### src/common/acc16_pkg.sv
package acc16_pkg;

	// instruction word is three bytes, opcode in the low byte
	localparam int INST_W = 24;
	localparam int OPC_LSB = 0;
	localparam int IMM_LSB = 8;

	localparam int FLAG_W = 5;
	localparam int FLAG_H = 0;
	localparam int FLAG_C = 1;
	localparam int FLAG_N = 2;
	localparam int FLAG_Z = 3;
	localparam int FLAG_O = 4;

	localparam logic [15:0] RESET_PC = 16'h4000;

	typedef enum logic [7:0] {
		OP_NOP         = 8'h00,
		OP_LD_XL_IMMD  = 8'h10,
		OP_ADD_XL_IMMD = 8'h11,
		OP_SUB_XL_IMMD = 8'h12,
		OP_AND_XL_IMMD = 8'h13,
		OP_OR_XL_IMMD  = 8'h14,
		OP_XOR_XL_IMMD = 8'h15,
		OP_INC_XL      = 8'h16,
		OP_LD_XL_DIR   = 8'h20,
		OP_LD_DIR_XL   = 8'h21,
		OP_LDW_Y_IMMD  = 8'h30,
		OP_ADDW_Y_X    = 8'h31,
		OP_LDW_DIR_Y   = 8'h32,
		OP_JP_IMMD     = 8'h40,
		OP_JR_D        = 8'h41,
		OP_JRZ_D       = 8'h42,
		OP_JRNZ_D      = 8'h43,
		OP_JRC_D       = 8'h44,
		OP_JRNC_D      = 8'h45,
		OP_TRAP        = 8'hff
	} opcode_t;

	typedef enum logic [3:0] {
		ALU_PASS8,
		ALU_PASS16,
		ALU_ADD,
		ALU_SUB,
		ALU_AND,
		ALU_OR,
		ALU_XOR,
		ALU_INC,
		ALU_ADDW
	} alu_op_t;

	// unknown opcodes count as one byte
	function automatic logic [1:0] inst_len(input opcode_t op);
		case (op)
		OP_LD_XL_IMMD, OP_ADD_XL_IMMD, OP_SUB_XL_IMMD, OP_AND_XL_IMMD,
		OP_OR_XL_IMMD, OP_XOR_XL_IMMD, OP_JR_D, OP_JRZ_D, OP_JRNZ_D,
		OP_JRC_D, OP_JRNC_D:
			return 2'd2;
		OP_LD_XL_DIR, OP_LD_DIR_XL, OP_LDW_Y_IMMD, OP_LDW_DIR_Y, OP_JP_IMMD:
			return 2'd3;
		default:
			return 2'd1;
		endcase
	endfunction

endpackage

### src/common/alu_if.sv
`timescale 1ns/1ps

interface alu_if
	import acc16_pkg::*;
();
	alu_op_t op;
	logic [15:0] a;
	logic [15:0] b;
	logic [15:0] result;
	logic c;
	logic z;
	logic n;
	logic h;
	logic o;

	modport decoder_mp (output op, a, b, input result, c, z, n, h, o);

	modport alu_mp (input op, a, b, output result, c, z, n, h, o);

endinterface

### src/core/alu.sv
`timescale 1ns/1ps

module alu
	import acc16_pkg::*;
(
	alu_if.alu_mp alu
);
	logic wide;
	logic cin;
	logic [15:0] opa;
	logic [15:0] opb;
	logic [16:0] sum;
	logic [4:0] nib;
	logic [15:0] res;
	logic top_a;
	logic top_b;
	logic top_r;

	// sub is a + ~b + 1, so c ends up set when no borrow
	always_comb
	begin
		wide = (alu.op == ALU_PASS16) || (alu.op == ALU_ADDW);
		opa = wide ? alu.a : {8'h00, alu.a[7:0]};
		opb = wide ? alu.b : {8'h00, alu.b[7:0]};
		cin = 1'b0;
		case (alu.op)
		ALU_SUB:
		begin
			opb = {8'h00, ~alu.b[7:0]};
			cin = 1'b1;
		end
		ALU_INC:
		begin
			opb = 16'h0000;
			cin = 1'b1;
		end
		default:
			cin = 1'b0;
		endcase
	end

	assign sum = {1'b0, opa} + {1'b0, opb} + {16'h0000, cin};
	assign nib = {1'b0, opa[3:0]} + {1'b0, opb[3:0]} + {4'h0, cin};

	always_comb
	begin
		case (alu.op)
		ALU_PASS8: res = {8'h00, alu.b[7:0]};
		ALU_PASS16: res = alu.b;
		ALU_AND: res = {8'h00, alu.a[7:0] & alu.b[7:0]};
		ALU_OR: res = {8'h00, alu.a[7:0] | alu.b[7:0]};
		ALU_XOR: res = {8'h00, alu.a[7:0] ^ alu.b[7:0]};
		default: res = wide ? sum[15:0] : {8'h00, sum[7:0]};
		endcase
	end

	assign top_a = wide ? opa[15] : opa[7];
	assign top_b = wide ? opb[15] : opb[7];
	assign top_r = wide ? res[15] : res[7];

	assign alu.result = res;
	assign alu.c = wide ? sum[16] : sum[8];
	assign alu.z = wide ? (res == 16'h0000) : (res[7:0] == 8'h00);
	assign alu.n = top_r;
	assign alu.h = nib[4];
	// signed overflow, operands agree in sign but result does not
	assign alu.o = (top_a == top_b) && (top_r != top_a);

endmodule

### src/core/decoder.sv
`timescale 1ns/1ps

module decoder
	import acc16_pkg::*;
#(
	parameter int ADDR_W = 16
) (
	input  logic              clk,
	input  logic              reset,
	input  logic [INST_W-1:0] inst,
	input  logic [15:0]       dread_data,
	input  logic [15:0]       x,
	input  logic [15:0]       y,
	input  logic [15:0]       z,
	input  logic [FLAG_W-1:0] flags,
	output logic [FLAG_W-1:0] next_flags,
	alu_if.decoder_mp         alu,
	output logic [1:0]        reg_addr,
	output logic [15:0]       reg_data,
	output logic [1:0]        reg_en,
	output logic [ADDR_W-1:0] dwrite_addr,
	output logic [15:0]       dwrite_data,
	output logic [1:0]        dwrite_en,
	output logic              trap
);
	opcode_t opcode;
	logic [7:0] imm8;
	logic [15:0] imm16;
	logic [1:0] store_en;
	logic upd_all;
	logic upd_zn;

	assign opcode = opcode_t'(inst[OPC_LSB +: 8]);
	assign imm8 = inst[IMM_LSB +: 8];
	assign imm16 = inst[IMM_LSB +: 16];

	always_comb
	begin
		alu.op = ALU_PASS8;
		alu.b = {8'h00, imm8};
		reg_addr = 2'd0;
		reg_en = 2'b00;
		store_en = 2'b00;
		upd_all = 1'b0;
		upd_zn = 1'b0;
		case (opcode)
		OP_LD_XL_IMMD:
			reg_en = 2'b01;
		OP_ADD_XL_IMMD:
		begin
			alu.op = ALU_ADD;
			reg_en = 2'b01;
			upd_all = 1'b1;
		end
		OP_SUB_XL_IMMD:
		begin
			alu.op = ALU_SUB;
			reg_en = 2'b01;
			upd_all = 1'b1;
		end
		OP_AND_XL_IMMD:
		begin
			alu.op = ALU_AND;
			reg_en = 2'b01;
			upd_zn = 1'b1;
		end
		OP_OR_XL_IMMD:
		begin
			alu.op = ALU_OR;
			reg_en = 2'b01;
			upd_zn = 1'b1;
		end
		OP_XOR_XL_IMMD:
		begin
			alu.op = ALU_XOR;
			reg_en = 2'b01;
			upd_zn = 1'b1;
		end
		OP_INC_XL:
		begin
			alu.op = ALU_INC;
			reg_en = 2'b01;
			upd_all = 1'b1;
		end
		OP_LD_XL_DIR:
		begin
			alu.b = dread_data;
			reg_en = 2'b01;
		end
		OP_LD_DIR_XL:
		begin
			alu.b = x;
			store_en = 2'b01;
		end
		OP_LDW_Y_IMMD:
		begin
			alu.op = ALU_PASS16;
			alu.b = imm16;
			reg_addr = 2'd1;
			reg_en = 2'b11;
		end
		OP_ADDW_Y_X:
		begin
			alu.op = ALU_ADDW;
			alu.b = x;
			reg_addr = 2'd1;
			reg_en = 2'b11;
			upd_all = 1'b1;
		end
		OP_LDW_DIR_Y:
		begin
			alu.op = ALU_PASS16;
			alu.b = y;
			store_en = 2'b11;
		end
		default:
			reg_en = 2'b00;
		endcase
	end

	// accumulator is whatever register gets written back
	always_comb
	begin
		case (reg_addr)
		2'd1: alu.a = y;
		2'd2: alu.a = z;
		default: alu.a = x;
		endcase
	end

	always_comb
	begin
		next_flags = flags;
		if (upd_all)
		begin
			next_flags[FLAG_H] = alu.h;
			next_flags[FLAG_C] = alu.c;
			next_flags[FLAG_O] = alu.o;
		end
		if (upd_all || upd_zn)
		begin
			next_flags[FLAG_N] = alu.n;
			next_flags[FLAG_Z] = alu.z;
		end
	end

	assign reg_data = alu.result;
	assign dwrite_addr = imm16[ADDR_W-1:0];
	assign dwrite_data = alu.result;
	assign dwrite_en = reset ? 2'b00 : store_en;

	always_ff @(posedge clk)
	begin
		if (reset)
			trap <= 1'b0;
		else
			trap <= (opcode == OP_TRAP);
	end

endmodule

### src/core/fetch_unit.sv
`timescale 1ns/1ps

module fetch_unit
	import acc16_pkg::*;
#(
	parameter int ADDR_W = 16
) (
	input  logic              clk,
	input  logic              reset,
	output logic [ADDR_W-1:0] iread_addr,
	input  logic [INST_W-1:0] iread_data,
	output logic [INST_W-1:0] inst,
	input  logic [FLAG_W-1:0] next_flags,
	output logic [ADDR_W-1:0] dread_addr
);
	logic [ADDR_W-1:0] pc;
	logic [ADDR_W-1:0] next_pc;
	opcode_t fetch_op;
	logic [7:0] disp;
	logic rel_taken;

	// pc is the address of the word on iread_data
	assign fetch_op = opcode_t'(iread_data[OPC_LSB +: 8]);
	assign disp = iread_data[IMM_LSB +: 8];

	// conditions see flags of the instruction now executing
	always_comb
	begin
		case (fetch_op)
		OP_JR_D: rel_taken = 1'b1;
		OP_JRZ_D: rel_taken = next_flags[FLAG_Z];
		OP_JRNZ_D: rel_taken = !next_flags[FLAG_Z];
		OP_JRC_D: rel_taken = next_flags[FLAG_C];
		OP_JRNC_D: rel_taken = !next_flags[FLAG_C];
		default: rel_taken = 1'b0;
		endcase
	end

	always_comb
	begin
		if (reset)
			next_pc = ADDR_W'(RESET_PC);
		else if (fetch_op == OP_JP_IMMD)
			next_pc = iread_data[IMM_LSB +: ADDR_W];
		else if (rel_taken)
			next_pc = pc + ADDR_W'(signed'(disp)) + ADDR_W'(2);
		else
			next_pc = pc + ADDR_W'(inst_len(fetch_op));
	end

	assign iread_addr = next_pc;
	assign dread_addr = (fetch_op == OP_LD_XL_DIR) ? iread_data[IMM_LSB +: ADDR_W] : '0;

	always_ff @(posedge clk)
	begin
		pc <= next_pc;
		if (reset)
			inst <= INST_W'(OP_NOP);
		else
			inst <= iread_data;
	end

endmodule

### src/core/register_file.sv
`timescale 1ns/1ps

module register_file
	import acc16_pkg::*;
(
	input  logic              clk,
	input  logic              reset,
	input  logic [1:0]        reg_addr,
	input  logic [15:0]       reg_data,
	input  logic [1:0]        reg_en,
	input  logic [FLAG_W-1:0] next_flags,
	output logic [15:0]       x,
	output logic [15:0]       y,
	output logic [15:0]       z,
	output logic [FLAG_W-1:0] flags
);
	logic [15:0] regs [3];

	// byte lanes written independently
	always_ff @(posedge clk)
	begin
		if (reset)
		begin
			regs[0] <= '0;
			regs[1] <= '0;
			regs[2] <= '0;
		end
		else
		begin
			if (reg_en[0])
				regs[reg_addr][7:0] <= reg_data[7:0];
			if (reg_en[1])
				regs[reg_addr][15:8] <= reg_data[15:8];
		end
	end

	always_ff @(posedge clk)
	begin
		if (reset)
			flags <= '0;
		else
			flags <= next_flags;
	end

	assign x = regs[0];
	assign y = regs[1];
	assign z = regs[2];

endmodule

### src/design/acc16_cpu.sv
`timescale 1ns/1ps

module acc16_cpu
	import acc16_pkg::*;
#(
	parameter int ADDR_W = 16
) (
	input  logic              clk,
	input  logic              reset,
	output logic [ADDR_W-1:0] iread_addr,
	input  logic [INST_W-1:0] iread_data,
	output logic [ADDR_W-1:0] dread_addr,
	input  logic [15:0]       dread_data,
	output logic [ADDR_W-1:0] dwrite_addr,
	output logic [15:0]       dwrite_data,
	output logic [1:0]        dwrite_en,
	output logic              trap
);
	logic [INST_W-1:0] inst;
	logic [FLAG_W-1:0] flags;
	logic [FLAG_W-1:0] next_flags;
	logic [15:0] x;
	logic [15:0] y;
	logic [15:0] z;
	logic [1:0] reg_addr;
	logic [15:0] reg_data;
	logic [1:0] reg_en;

	alu_if alu_bus ();

	fetch_unit #(
		.ADDR_W(ADDR_W)
	) i_fetch_unit (
		.clk       (clk),
		.reset     (reset),
		.iread_addr(iread_addr),
		.iread_data(iread_data),
		.inst      (inst),
		.next_flags(next_flags),
		.dread_addr(dread_addr)
	);

	decoder #(
		.ADDR_W(ADDR_W)
	) i_decoder (
		.clk        (clk),
		.reset      (reset),
		.inst       (inst),
		.dread_data (dread_data),
		.x          (x),
		.y          (y),
		.z          (z),
		.flags      (flags),
		.next_flags (next_flags),
		.alu        (alu_bus.decoder_mp),
		.reg_addr   (reg_addr),
		.reg_data   (reg_data),
		.reg_en     (reg_en),
		.dwrite_addr(dwrite_addr),
		.dwrite_data(dwrite_data),
		.dwrite_en  (dwrite_en),
		.trap       (trap)
	);

	alu i_alu (
		.alu(alu_bus.alu_mp)
	);

	register_file i_register_file (
		.clk       (clk),
		.reset     (reset),
		.reg_addr  (reg_addr),
		.reg_data  (reg_data),
		.reg_en    (reg_en),
		.next_flags(next_flags),
		.x         (x),
		.y         (y),
		.z         (z),
		.flags     (flags)
	);

endmodule

### config.mk
export PLATFORM = sky130hd
export DESIGN_NAME = acc16_cpu
export DESIGN_NICKNAME = d
export VERILOG_FILES = /design/src/common/acc16_pkg.sv /design/src/common/alu_if.sv /design/src/core/alu.sv /design/src/core/decoder.sv /design/src/core/fetch_unit.sv /design/src/core/register_file.sv /design/src/design/acc16_cpu.sv
export SDC_FILE = /design/constraint.sdc
export NUM_CORES = 1
export LEC_CHECK = 0
export ABC_AREA = 0
export BUFFER_PORTS_ARGS = -buffer_cell sky130_fd_sc_hd__buf_2
export CORE_ASPECT_RATIO = 1.5
export CORE_MARGIN = 5
export CORE_UTILIZATION = 44
export DETAILED_ROUTE_END_ITERATION = 12
export GPL_TIMING_DRIVEN = 0
export PLACE_DENSITY_LB_ADDON = 0.15
export REMOVE_ABC_BUFFERS = 1
export SETUP_SLACK_MARGIN = 0.02
export SYNTH_ARGS = -nofsm -noshare
export SYNTH_HDL_FRONTEND = slang
export SYNTH_HIERARCHICAL = 1
export SYNTH_SLANG_ARGS = --single-unit
### constraint.sdc
create_clock -name clk -period 7.6 [get_ports clk]
set_clock_uncertainty 0.1 [all_clocks]
set_input_delay 1.52 -clock clk [delete_from_list [all_inputs] [get_ports clk]]
set_output_delay 1.52 -clock clk [all_outputs]
set_load 0.02 [all_outputs]
# --- Word level (Yosys, flattened, before mapping) ---
# Memory sizes are Yosys's and may differ from the RTL's.
# Index checks and enable logic that the tools add are counted.
classes:
  add_sub_neg: 7
  eq_ne: 38
  n_mux: 40
  n_bitwise: 4
  reduce_logical: 17
op_table:
  columns: ["cell", "count"]
  rows:
  - ["two-way mux 16 bit", 8]
  - ["== test 8 x 5 -> 1 bit, second input constant", 13]
  - ["case mux 16 bit (5 select lines)", 1]
  - ["== test 8 x 6 -> 1 bit, second input constant", 9]
  - ["case mux 16 bit (2 select lines)", 2]
  - ["case mux 16 bit (4 select lines)", 1]
  - ["== test 8 x 7 -> 1 bit, second input constant", 6]
  - ["case mux 4 bit (8 select lines)", 1]
  - ["adder 16 x 16 -> 17 bit", 1]
  - ["adder 17 x 1 -> 17 bit", 1]
  - ["adder 16 bit", 1]
  - ["adder 16 x 2 -> 16 bit", 1]
  - ["adder 16 x 2 -> 16 bit, second input constant", 1]
  - ["== test 4 x 3 -> 1 bit, second input constant", 4]
  - ["zero test 16 bit", 1]
  - ["two-way mux 2 bit", 8]
  - ["OR reduction 16 bit", 1]
  - ["two-way mux 1 bit", 15]
  - ["case mux 2 bit (2 select lines)", 3]
  - ["OR reduction 11 bit", 1]
  - ["AND 8 bit", 1]
  - ["== test 8 bit, second input constant", 1]
  - ["zero test 8 bit", 1]
  - ["inverter 8 bit", 1]
  - ["18 further kinds", 23]
word_totals:
  mem_bits_rw: 48
  memories: 1
  register_bits: 45
  word_cells: 113
  input_bits: 42
mem_list:
  columns: ["memory", "words", "width", "read_ports", "rd_clocked_by_memory_dff", "write_ports", "line_no", "rtl"]
  rows:
  - ["i_register_file.regs", 3, 16, 3, 0, 3, "register_file.sv:17", "logic [15:0] regs [3];"]

# --- Longest topological paths before layout ---
# Gate-level depths: netlist of run 1.
logic_depth:
  ltp_word: 23
  depth_mapped: 33
  mapped_depth_nobuf: 28

# --- By module ---
# The synthesis of run 1 kept the hierarchy.
by_module_without_submodules:
  columns: ["mod", "instances", "cells_per_inst", "area_each_um2", "seq_area_each_um2"]
  rows:
  - ["fetch_unit", 1, 306, 2703.8, 800.8]
  - ["register_file", 1, 144, 2054.5, 1541.5]
  - ["alu", 1, 270, 1798.0, 0.0]
  - ["decoder", 1, 195, 1408.9, 20.0]

# --- Worst setup path before layout of run 1 ---
# No wires, ideal clock.
synth_path:
  kind: "register to output"
  from: "register i_fetch_unit.inst[0]"
  to: "output port iread_addr[2]"
  stages_incl_launch_ff: 32
  required_ns: 5.980
  t_arrival_ns: 6.791
  path_slack_ns: -0.811
  n_path_buf: 6
  cell_sequence: "dfxtp_1 clkbuf_1 clkbuf_1 xnor2_1 nor4_1 buf_6 buf_2 nand3_1 or2_2 clkbuf_1 nor2_1 a21oi_1 fa_1 fa_1 nor2b_1 o211ai_1 a31o_2 o21ai_0 xnor2_1 o21ai_0 or4b_1 nor4_1 and4b_1 mux2_2 nand3b_1 o21ai_0 nor2_1 a211o_1 buf_6 nand2_1 o21ai_0 a211oi_1"
synth_between:
  elab_chain_cells: 19
  word_cells_on_any_way: 59
  classes_between: "add/sub: 2; eq/ne: 20; mux: 20; bitwise: 4; reduce/logical: 13"
synth_lines:
  columns: ["element", "line_no", "rtl"]
  rows:
  - ["from (decl)", "fetch_unit.sv:12", "output logic [INST_W-1:0] inst,"]
  - ["from (signal assigned)", "fetch_unit.sv:58", "inst <= INST_W'(OP_NOP);"]
  - ["from (signal assigned)", "fetch_unit.sv:60", "inst <= iread_data;"]
  - ["== test 8 x 6 -> 1 bit", "decoder.sv:46", "case (opcode)"]
  - ["OR reduction 2 bit (no line)", null, null]
  - ["case mux 4 bit (8 select lines) (*)", "decoder.sv:46", null]
  - ["named net alu_bus.op[1]", "alu_if.sv:6", "alu_op_t op;"]
  - ["== test 4 x 1 -> 1 bit or == test 4 bit (tied branches)", "alu.sv:22, alu.sv:47", null]
  - ["logical OR 1 bit", "alu.sv:22", "wide = (alu.op == ALU_PASS16) || (alu.op == ALU_ADDW);"]
  - ["two-way mux 16 bit", "alu.sv:24", "opb = wide ? alu.b : {8'h00, alu.b[7:0]};"]
  - ["case mux 16 bit (2 select lines)", "alu.sv:26", "case (alu.op)"]
  - ["(+4 left out)", null, null]
  - ["named net alu_bus.result[10]", "alu_if.sv:9", "logic [15:0] result;"]
  - ["(+2 left out)", null, null]
  - ["named net alu_bus.z", "alu_if.sv:11", "logic z;"]
  - ["two-way mux 2 bit (*)", "decoder.sv:140", "if (upd_all || upd_zn)"]
  - ["named net next_flags[3]", "acc16_cpu.sv:21", "logic [FLAG_W-1:0] next_flags;"]
  - ["zero test 1 bit", "fetch_unit.sv:32", "OP_JRNZ_D: rel_taken = !next_flags[FLAG_Z];"]
  - ["case mux 1 bit (5 select lines) (*)", "fetch_unit.sv:29", "case (fetch_op)"]
  - ["two-way mux 16 bit (*)", "fetch_unit.sv:45", "else if (rel_taken)"]
  - ["two-way mux 16 bit (*)", "fetch_unit.sv:43", "else if (fetch_op == OP_JP_IMMD)"]
  - ["two-way mux 16 bit (*)", "fetch_unit.sv:41", "if (reset)"]
  - ["to (decl)", "acc16_cpu.sv:10", "output logic [ADDR_W-1:0] iread_addr,"]
# Mark *: on every way through the listed nets, which the timed path passes. The rest lies on a longest branch.

# --- Final worst setup path of run 1 ---
layout_path:
  from: "input port dread_data[0]"
  to: "output port iread_addr[10]"
layout_between:
  elab_chain_cells: 15
  word_cells_on_any_way: 23
  classes_between: "add/sub: 2; mux: 13; bitwise: 4; reduce/logical: 4"
layout_lines:
  columns: ["element", "line_no", "rtl"]
  rows:
  - ["from (decl)", "acc16_cpu.sv:13", "input logic [15:0] dread_data,"]
  - ["case mux 16 bit (4 select lines) (*)", "decoder.sv:46", null]
  - ["named net alu_bus.b[0]", "alu_if.sv:8", "logic [15:0] b;"]
  - ["two-way mux 16 bit or inverter 8 bit (tied branches)", "alu.sv:24, alu.sv:29", null]
  - ["case mux 16 bit (2 select lines)", "alu.sv:26", null]
  - ["adder 16 x 16 -> 17 bit", "alu.sv:42", "assign sum = {1'b0, opa} + {1'b0, opb} + {16'h0000, cin};"]
  - ["adder 17 x 1 -> 17 bit", "alu.sv:42", null]
  - ["two-way mux 16 bit", "alu.sv:53", "default: res = wide ? sum[15:0] : {8'h00, sum[7:0]};"]
  - ["case mux 16 bit (5 select lines) (*)", "alu.sv:47", "case (alu.op)"]
  - ["(+2 left out)", null, null]
  - ["named net alu_bus.z", "alu_if.sv:11", null]
  - ["two-way mux 2 bit (*)", "decoder.sv:140", null]
  - ["named net next_flags[3]", "acc16_cpu.sv:21", null]
  - ["zero test 1 bit", "fetch_unit.sv:32", null]
  - ["case mux 1 bit (5 select lines) (*)", "fetch_unit.sv:29", null]
  - ["two-way mux 16 bit (*)", "fetch_unit.sv:45", null]
  - ["two-way mux 16 bit (*)", "fetch_unit.sv:43", null]
  - ["two-way mux 16 bit (*)", "fetch_unit.sv:41", null]
# Marks and branches as above.

==> results of run 1 <==
==> sequential cells by signal, indices dropped and copies added, names as in the netlist <==
register / flops
i_fetch_unit/inst: 24
i_register_file/regs: 32
i_register_file/flags: 2
i_fetch_unit/pc: 16
i_decoder/trap: 1
==> metrics by stage <==
stage	setup slack (ns)	util, %
floorplan	-2.75	-
global placement	-5.01	45.5
detailed placement	-2.64	45.8
CTS	-0.747	50.0
global route	-0.972	51.8
finish	-0.699	51.8
==> worst max-delay path: stages <==
cell and delay [ns]:
buf_6 0.09, a22oi_2 0.10, nor2_1 0.06, a221o_1 0.33, nor2_2 0.12, a21oi_2 0.04
fa_2 0.37, fa_2 0.39, nor2b_4 0.14, o211ai_1 0.10, a31o_2 0.31, xnor2_2 0.22
a2bb2oi_4 0.11, nor4_4 0.33, or4b_4 0.51, nor4_4 0.14, and4b_1 0.28, mux2_4 0.17
nand3b_1 0.08, o21ai_2 0.09, nor2_4 0.08, a211o_4 0.39, mux2_4 0.32, a211oi_2 0.19
buf_4 0.19
==> layout by cell type, fill, tap and decap left out, drive strengths merged, types with 8 or more instances in the layout <==
cell	instances
buf	144
nor2	84
nand2	74
ha	62
nor2b	51
a21oi	51
dfxtp	43
o21ai	42
inv	37
edfxtp	32
xnor2	23
mux2	22
xor2	20
nor3	18
and2	17
nand3b	17
nand3	17
mux2i	16
o211ai	13
a21o	12
clkbuf	10
a22oi	9
a211oi	9
a221o	8
nor4	8
==> power by group <==
part	total (mW)	switching (mW)	internal, mW
Clock	0.424	0.170	0.254
Combinational	0.277	0.162	0.114
Sequential	0.455	0.0174	0.437
==> layout make-up <==
class	count	share of cell area [%]
inverters	38	1.75
well taps	206	3.08
repair buffers	144	10.4
multi-input cells	656	59.4
clock inverters	6	0.791
flip-flops and latches	75	21.9
clock buffers	10	2.73
==> how the worst min path moves through the flow <==
stage | start | endpoint | slack, ns
2_1_floorplan | i_fetch_unit/inst[6]$_SDFF_PP0_ | i_decoder/trap$_SDFF_PP0_ | 0.34
3_3_place_gp | i_fetch_unit/inst[6]$_SDFF_PP0_ | i_decoder/trap$_SDFF_PP0_ | 0.36
3_5_place_dp | i_fetch_unit/inst[6]$_SDFF_PP0_ | i_decoder/trap$_SDFF_PP0_ | 0.36
4_1_cts | i_fetch_unit/inst[6]$_SDFF_PP0_ | i_decoder/trap$_SDFF_PP0_ | 0.38
5_1_grt | i_fetch_unit/inst[6]$_SDFF_PP0_ | i_decoder/trap$_SDFF_PP0_ | 0.39
6_report | i_fetch_unit/inst[6]$_SDFF_PP0_ | i_decoder/trap$_SDFF_PP0_ | 0.38
==> routing by layer <==
layer,track usage [%],wire length [microns],up-vias
li1,-,-,3112
met1,23.7,8140,2963
met2,39.4,10800,143
met3,2.40,725,36
met4,6.87,610,0
met5,0,0,-
==> repair_timing <==
action / in CTS / in global routing
gates resized for setup: 51 / 51
pin swaps: 25 / 27
hold buffers: 0 / 0
endpoints found under the setup margin: 40 / 16
hold endpoints to repair: 0 / 0
gates cloned: 2 / 1
buffers inserted: 23 / 9
==> summary.txt, run 1 <==
Critical path
  – Critical path class: input port to output pin
  – Crit. End Element: output pin
  – Worst EP arrival: 6.68 ns
  – CP Capture Point: iread_addr[10]
  – Reg2reg end: i_fetch_unit/pc[13]$_DFF_P_
  – Cell count of the worst reg-to-reg path: 26
  – CP startpoint kind: input port
  – Reg2reg setup slack: 1.25 ns
  – Critical path required time: 5.98 ns
  – Worst Setup SP: dread_data[0]
  – Worst-path maximum fanout: 8
  – Launch point of the worst reg-to-reg path: i_fetch_unit/inst[7]$_SDFF_PP0_

Drt
  – DR iter-0 viols: 294
  – Via count: 6254
  – Via-per-instance ratio: around 5.5
  – DR WL/cell: 17.9 microns
  – Final antenna-violating net count: 0
  – DRC viols: 0
  – Pre-antenna DRT Iters: 4
  – Final WL: ~20000 microns

Timing
  – Max-slew headroom: ~4.5%
  – Fmax: between 100 and 150 MHz
  – Post-Route Setup TNS: -9.62 ns
  – Tcrit/Tclk final: 109%
  – Worst Tran Pin Value: around 1.4 ns
  – Final WS setup: -0.699 ns
  – Final setup violation count: 16
  – Final hold slack: ~0.38 ns
  – Slew Limit Fails: 0
  – RSZ-0062 raised after global routing: true
  – Final Hold Fails: 0
  – Fin crit period: between 8 and 9 ns

Power and ir drop
  – Pwr Density: ~140 nW/um^2
  – Max VDD drop: around 0.00013 V
  – Power consumption: approximately 1.2 mW
  – Pleak: around 3.6 nW

Die
  – Ports: 109
  – Placeable Area: around 16000 sq um
  – Die Ht: about 170 microns
  – Die footprint: between 15000 and 20000 sq um
  – Num rows: 57
  – Horiz. Die Dim: 115 microns
  – Initial Utilization: between 40 and 50%

Clock tree
  – Clk sinks: between 70 and 80
  – TritonCTS clock tree: done
  – Number of CTS-inserted buffers: 9
  – Reg clk slew, reported paths: around 0.060 ns
  – Clock Latency Late Sink: around 0.33 ns
  – Root Driver: clkbuf_16
  – CTS H-tree lvls: 3
  – Clock buffer depth: 2

Finish
  – Diode count: 0
  – Multi-input gate area: 4970 sq um
  – Storage element area: roughly 1800 sq um
  – Fill cell count: about 1500
  – Layout cells sized above 1: between 20% and 30%
  – P&R area growth vs syn: 16.2%
  – Final Instance Area: 8380 sq um
  – NumNets Final: roughly 1000
  – Post-route insts no fill: between 1000 and 1500

GRT
  – Initial antenna violation count: 0
  – Tot GR Track Use: a little over a fifth
  – First-pass GRT wire length: roughly 32000 microns
  – Overflow left after global routing: 0
  – Pin count of the biggest net entering global routing: 67
  – Vias in the first global route: around 6200

Worst hold path
  – Hold Crit Class: flop to flop
  – Hold Crit Depth: 2

Run status
  – Outcome: complete, but fails checks
  – Violated checks: setup timing

Placement
  – I/O Buffers: 108
  – Placed cell count: 1084
  – RePlAce Congestion: 0.857
  – Dpl cell area: approximately 7400 sq um
  – HPWL after DPL: around 15000 microns

Synthesis
  – Cell Area, Synth: a little over 7000 sq um
  – Yosys warns: 6
  – Syn avg cell area: 8.39 sq um
  – Post-synthesis cell count: between 800 and 900

Run
  – Total of max-cap violations: 0
No activity file was read; power rests on OpenSTA's default activity.
==> run 2, diff against run 1 <==
- REMOVE_ABC_BUFFERS: 1 -> default
==> summary.txt, run 2 (synthesis results as in run 1) <==
Finish
  – NumNets Final: 1121
  – P&R area growth vs syn: 27.2%
  – Max reg flops: 32
  – Final Util: a little under three fifths
  – Fill cell count: around 1500
  – Top Registers: i_register_file/regs: 32 flops, i_fetch_unit/inst: 24 flops, i_fetch_unit/pc: 16 flops
  – Layout cells sized above 1: between 30% and 40%
  – Largest Register: i_register_file/regs
  – Post-route insts no fill: approximately 1200
  – Commonest non-fill, non-tap cells in the layout: 97 x buf_4, 97 x buf_2, 69 x nand2_1, 69 x nor2_1, 62 x ha_1

Run status
  – Outcome: complete, but fails checks
  – Violated checks: setup timing

Power and ir drop
  – Sw Pwr: 0.354 mW
  – Clk pwr share: between 30% and 40%
  – Internal power: about 0.9 mW
  – Max VDD drop: between 0.0001 and 0.00015 V
  – Sw frac: approximately 28%
  – Pwr Density: 136 nW/um^2
  – Sequential Power Share: ~36%
  – Combinational share of power: between 20% and 30%
  – Pleak: approximately 4.1 nW

Die
  – Num rows: 57
  – Ports: between 100 and 150
  – Die Ht: 167 microns
  – Die footprint: 19100 sq um
  – Initial Utilization: 44.5%
  – Placeable Area: roughly 16000 sq um
  – Horiz. Die Dim: about 110 microns

Timing
  – RSZ-0062 raised after global routing: true
  – Max-slew headroom: 42.5%
  – Final setup violation count: 16
  – Final WS setup: -0.632 ns
  – Final hold slack: 0.475 ns
  – Worst Tran Pin Value: about 0.86 ns
  – Post-Route Setup TNS: -9.40 ns
  – Fin crit period: 8.23 ns
  – Fmax: about 120 MHz
  – Slew Limit Fails: 0
  – Tcrit/Tclk final: 108%
  – Final Hold Fails: 0

Critical path
  – Reg2reg end: i_fetch_unit/pc[7]$_DFF_P_
  – Reg2reg setup slack: about 1.2 ns
  – Cell count of the worst reg-to-reg path: 28
  – Critical path required time: ~6 ns
  – Crit. End Element: output pin
  – Worst EP arrival: 6.61 ns
  – Slowest stage delay, CP: around 0.47 ns
  – Critical path class: input port to output pin
  – Worst path slowest cell: or4b_1
  – CP startpoint kind: input port
  – Launch point of the worst reg-to-reg path: i_fetch_unit/inst[7]$_SDFF_PP0_
  – CP delay by family, top: compound AO/OA/AOI/OAI gates
  – Crit-path most repeated cell: buf_6
  – Worst-path maximum fanout: 6
  – Worst path bufs/invs: 4

Drt
  – Met3 routed WL: roughly 580 microns
  – Final antenna-violating net count: 0
  – M1 WL: roughly 8000 microns
  – DR iter-0 viols: ~280
  – Final WL: 20900 microns
  – DR top layer: met4
  – DR WL/cell: about 17 microns
  – Pre-antenna DRT Iters: 5
  – Via-per-instance ratio: around 5.4
  – Via count: between 6000 and 7000
  – Routed wl met2: between 10000 and 15000 microns
  – DRC viols: 0

GRT
  – Overflow left after global routing: 0
  – Tot GR Track Use: a little over a fifth
  – Initial antenna violation count: 1
  – Vias in the first global route: roughly 6600
  – First-pass GRT wire length: about 33000 microns
  – Pin count of the biggest net entering global routing: 18

Clock tree
  – CTS H-tree lvls: 3
  – Reg clk slew, reported paths: about 0.060 ns
  – Number of CTS-inserted buffers: 9
  – CTS Hold Bufs: 0
  – Clock Latency Late Sink: 0.34 ns
  – Clk sinks: 75
  – Clock buffer depth: 2
  – Root Driver: clkbuf_16
  – TritonCTS clock tree: done

Placement
  – HPWL after DPL: roughly 17000 microns
  – I/O Buffers: ~110
  – Placed cell count: approximately 1200
  – RePlAce Congestion: between 0.8 and 0.9

Run
  – Total of max-cap violations: 0

Worst hold path
  – Hold Crit Class: flop to flop
  – Hold EP: i_decoder/trap$_SDFF_PP0_
  – Hold Crit Start: i_fetch_unit/inst[7]$_SDFF_PP0_
  – Hold Crit Depth: 2

Synthesis
  – Post-synth net total: roughly 970
==> run 2: cell types whose count changed in the layout (fill, tap and decap cells not counted), sizes merged <==
cell	delta
bufinv	+2
clkbuf	+16
buf	+76
a211o	-3
diode	+1
inv	+1
clkinvlp	-3
==> run 2: worst max path at each step <==
stage,startpoint,cells after the start,to
after floorplan,dread_data[0],26,iread_addr[7]
after global placement,i_fetch_unit/inst[0]$_SDFF_PP0_,31,iread_addr[3]
after detailed placement,i_fetch_unit/inst[0]$_SDFF_PP0_,31,iread_addr[3]
after CTS,dread_data[0],26,iread_addr[0]
after global routing,i_fetch_unit/inst[2]$_SDFF_PP0_,30,iread_addr[3]
final,dread_data[0],28,iread_addr[3]
==> run 2: layout make-up <==
type,instances,area [sq um],area share [%]
Antenna cell,1,2.50,0.0273
Sequential cell,75,1830,19.9
Clock inverter,6,113,1.23
Buffer,89,696,7.59
Clock buffer,10,229,2.50
Inverter,38,146,1.60
Multi-Input combinational cell,653,4960,54.1
Tap cell,206,258,2.81
Timing Repair Buffer,147,937,10.2
==> run 2: what timing repair did <==
item,CTS,global route
endpoints found under the setup margin,19,16
resized for setup,64,49
pin swaps,34,23
cloned,2,0
setup buffers,24,13
==> run 2: power by group through the flow <==
stage / Clock, mW / Sequential, mW / Combinational [mW]
after floorplan: 0 / 0.454 / 0.207
after global placement: 0 / 0.458 / 0.280
after detailed placement: 0 / 0.458 / 0.282
after CTS: 0.499 / 0.451 / 0.300
after global routing: 0.512 / 0.453 / 0.339
final: 0.491 / 0.451 / 0.308
==> run 2: per-layer routing <==
metal,GRT usage (%),vias up
li1,-,3296
met3,1.31,56
met4,11.0,0
met5,0,-
met2,41.9,143
met1,22.6,3082
==> run 2: worst reg2reg max path: cells and delay by family, from the launching register on <==
kind | cells | cell delay [ns]
XOR/XNOR | 1 | 0.19
AND/OR/NAND/NOR | 10 | 2.39
buffers and inverters | 6 | 0.86
flip-flops | 1 | 0.36
adder cells (fa/ha/maj) | 2 | 0.79
AO/OA/AOI/OAI | 7 | 1.17
multiplexers | 2 | 0.42
==> run 2: through the flow <==
stage | power, mW | instance area (sq um) | setup slack, ns
6_report | 1.25 | 9170 | -0.632
4_1_cts | 1.25 | 8930 | -0.702
2_1_floorplan | 0.661 | 7360 | 0.0209
3_3_place_gp | 0.738 | 8160 | -1.54
3_5_place_dp | 0.740 | 8160 | -1.54
5_1_grt | 1.30 | 9170 | -0.876
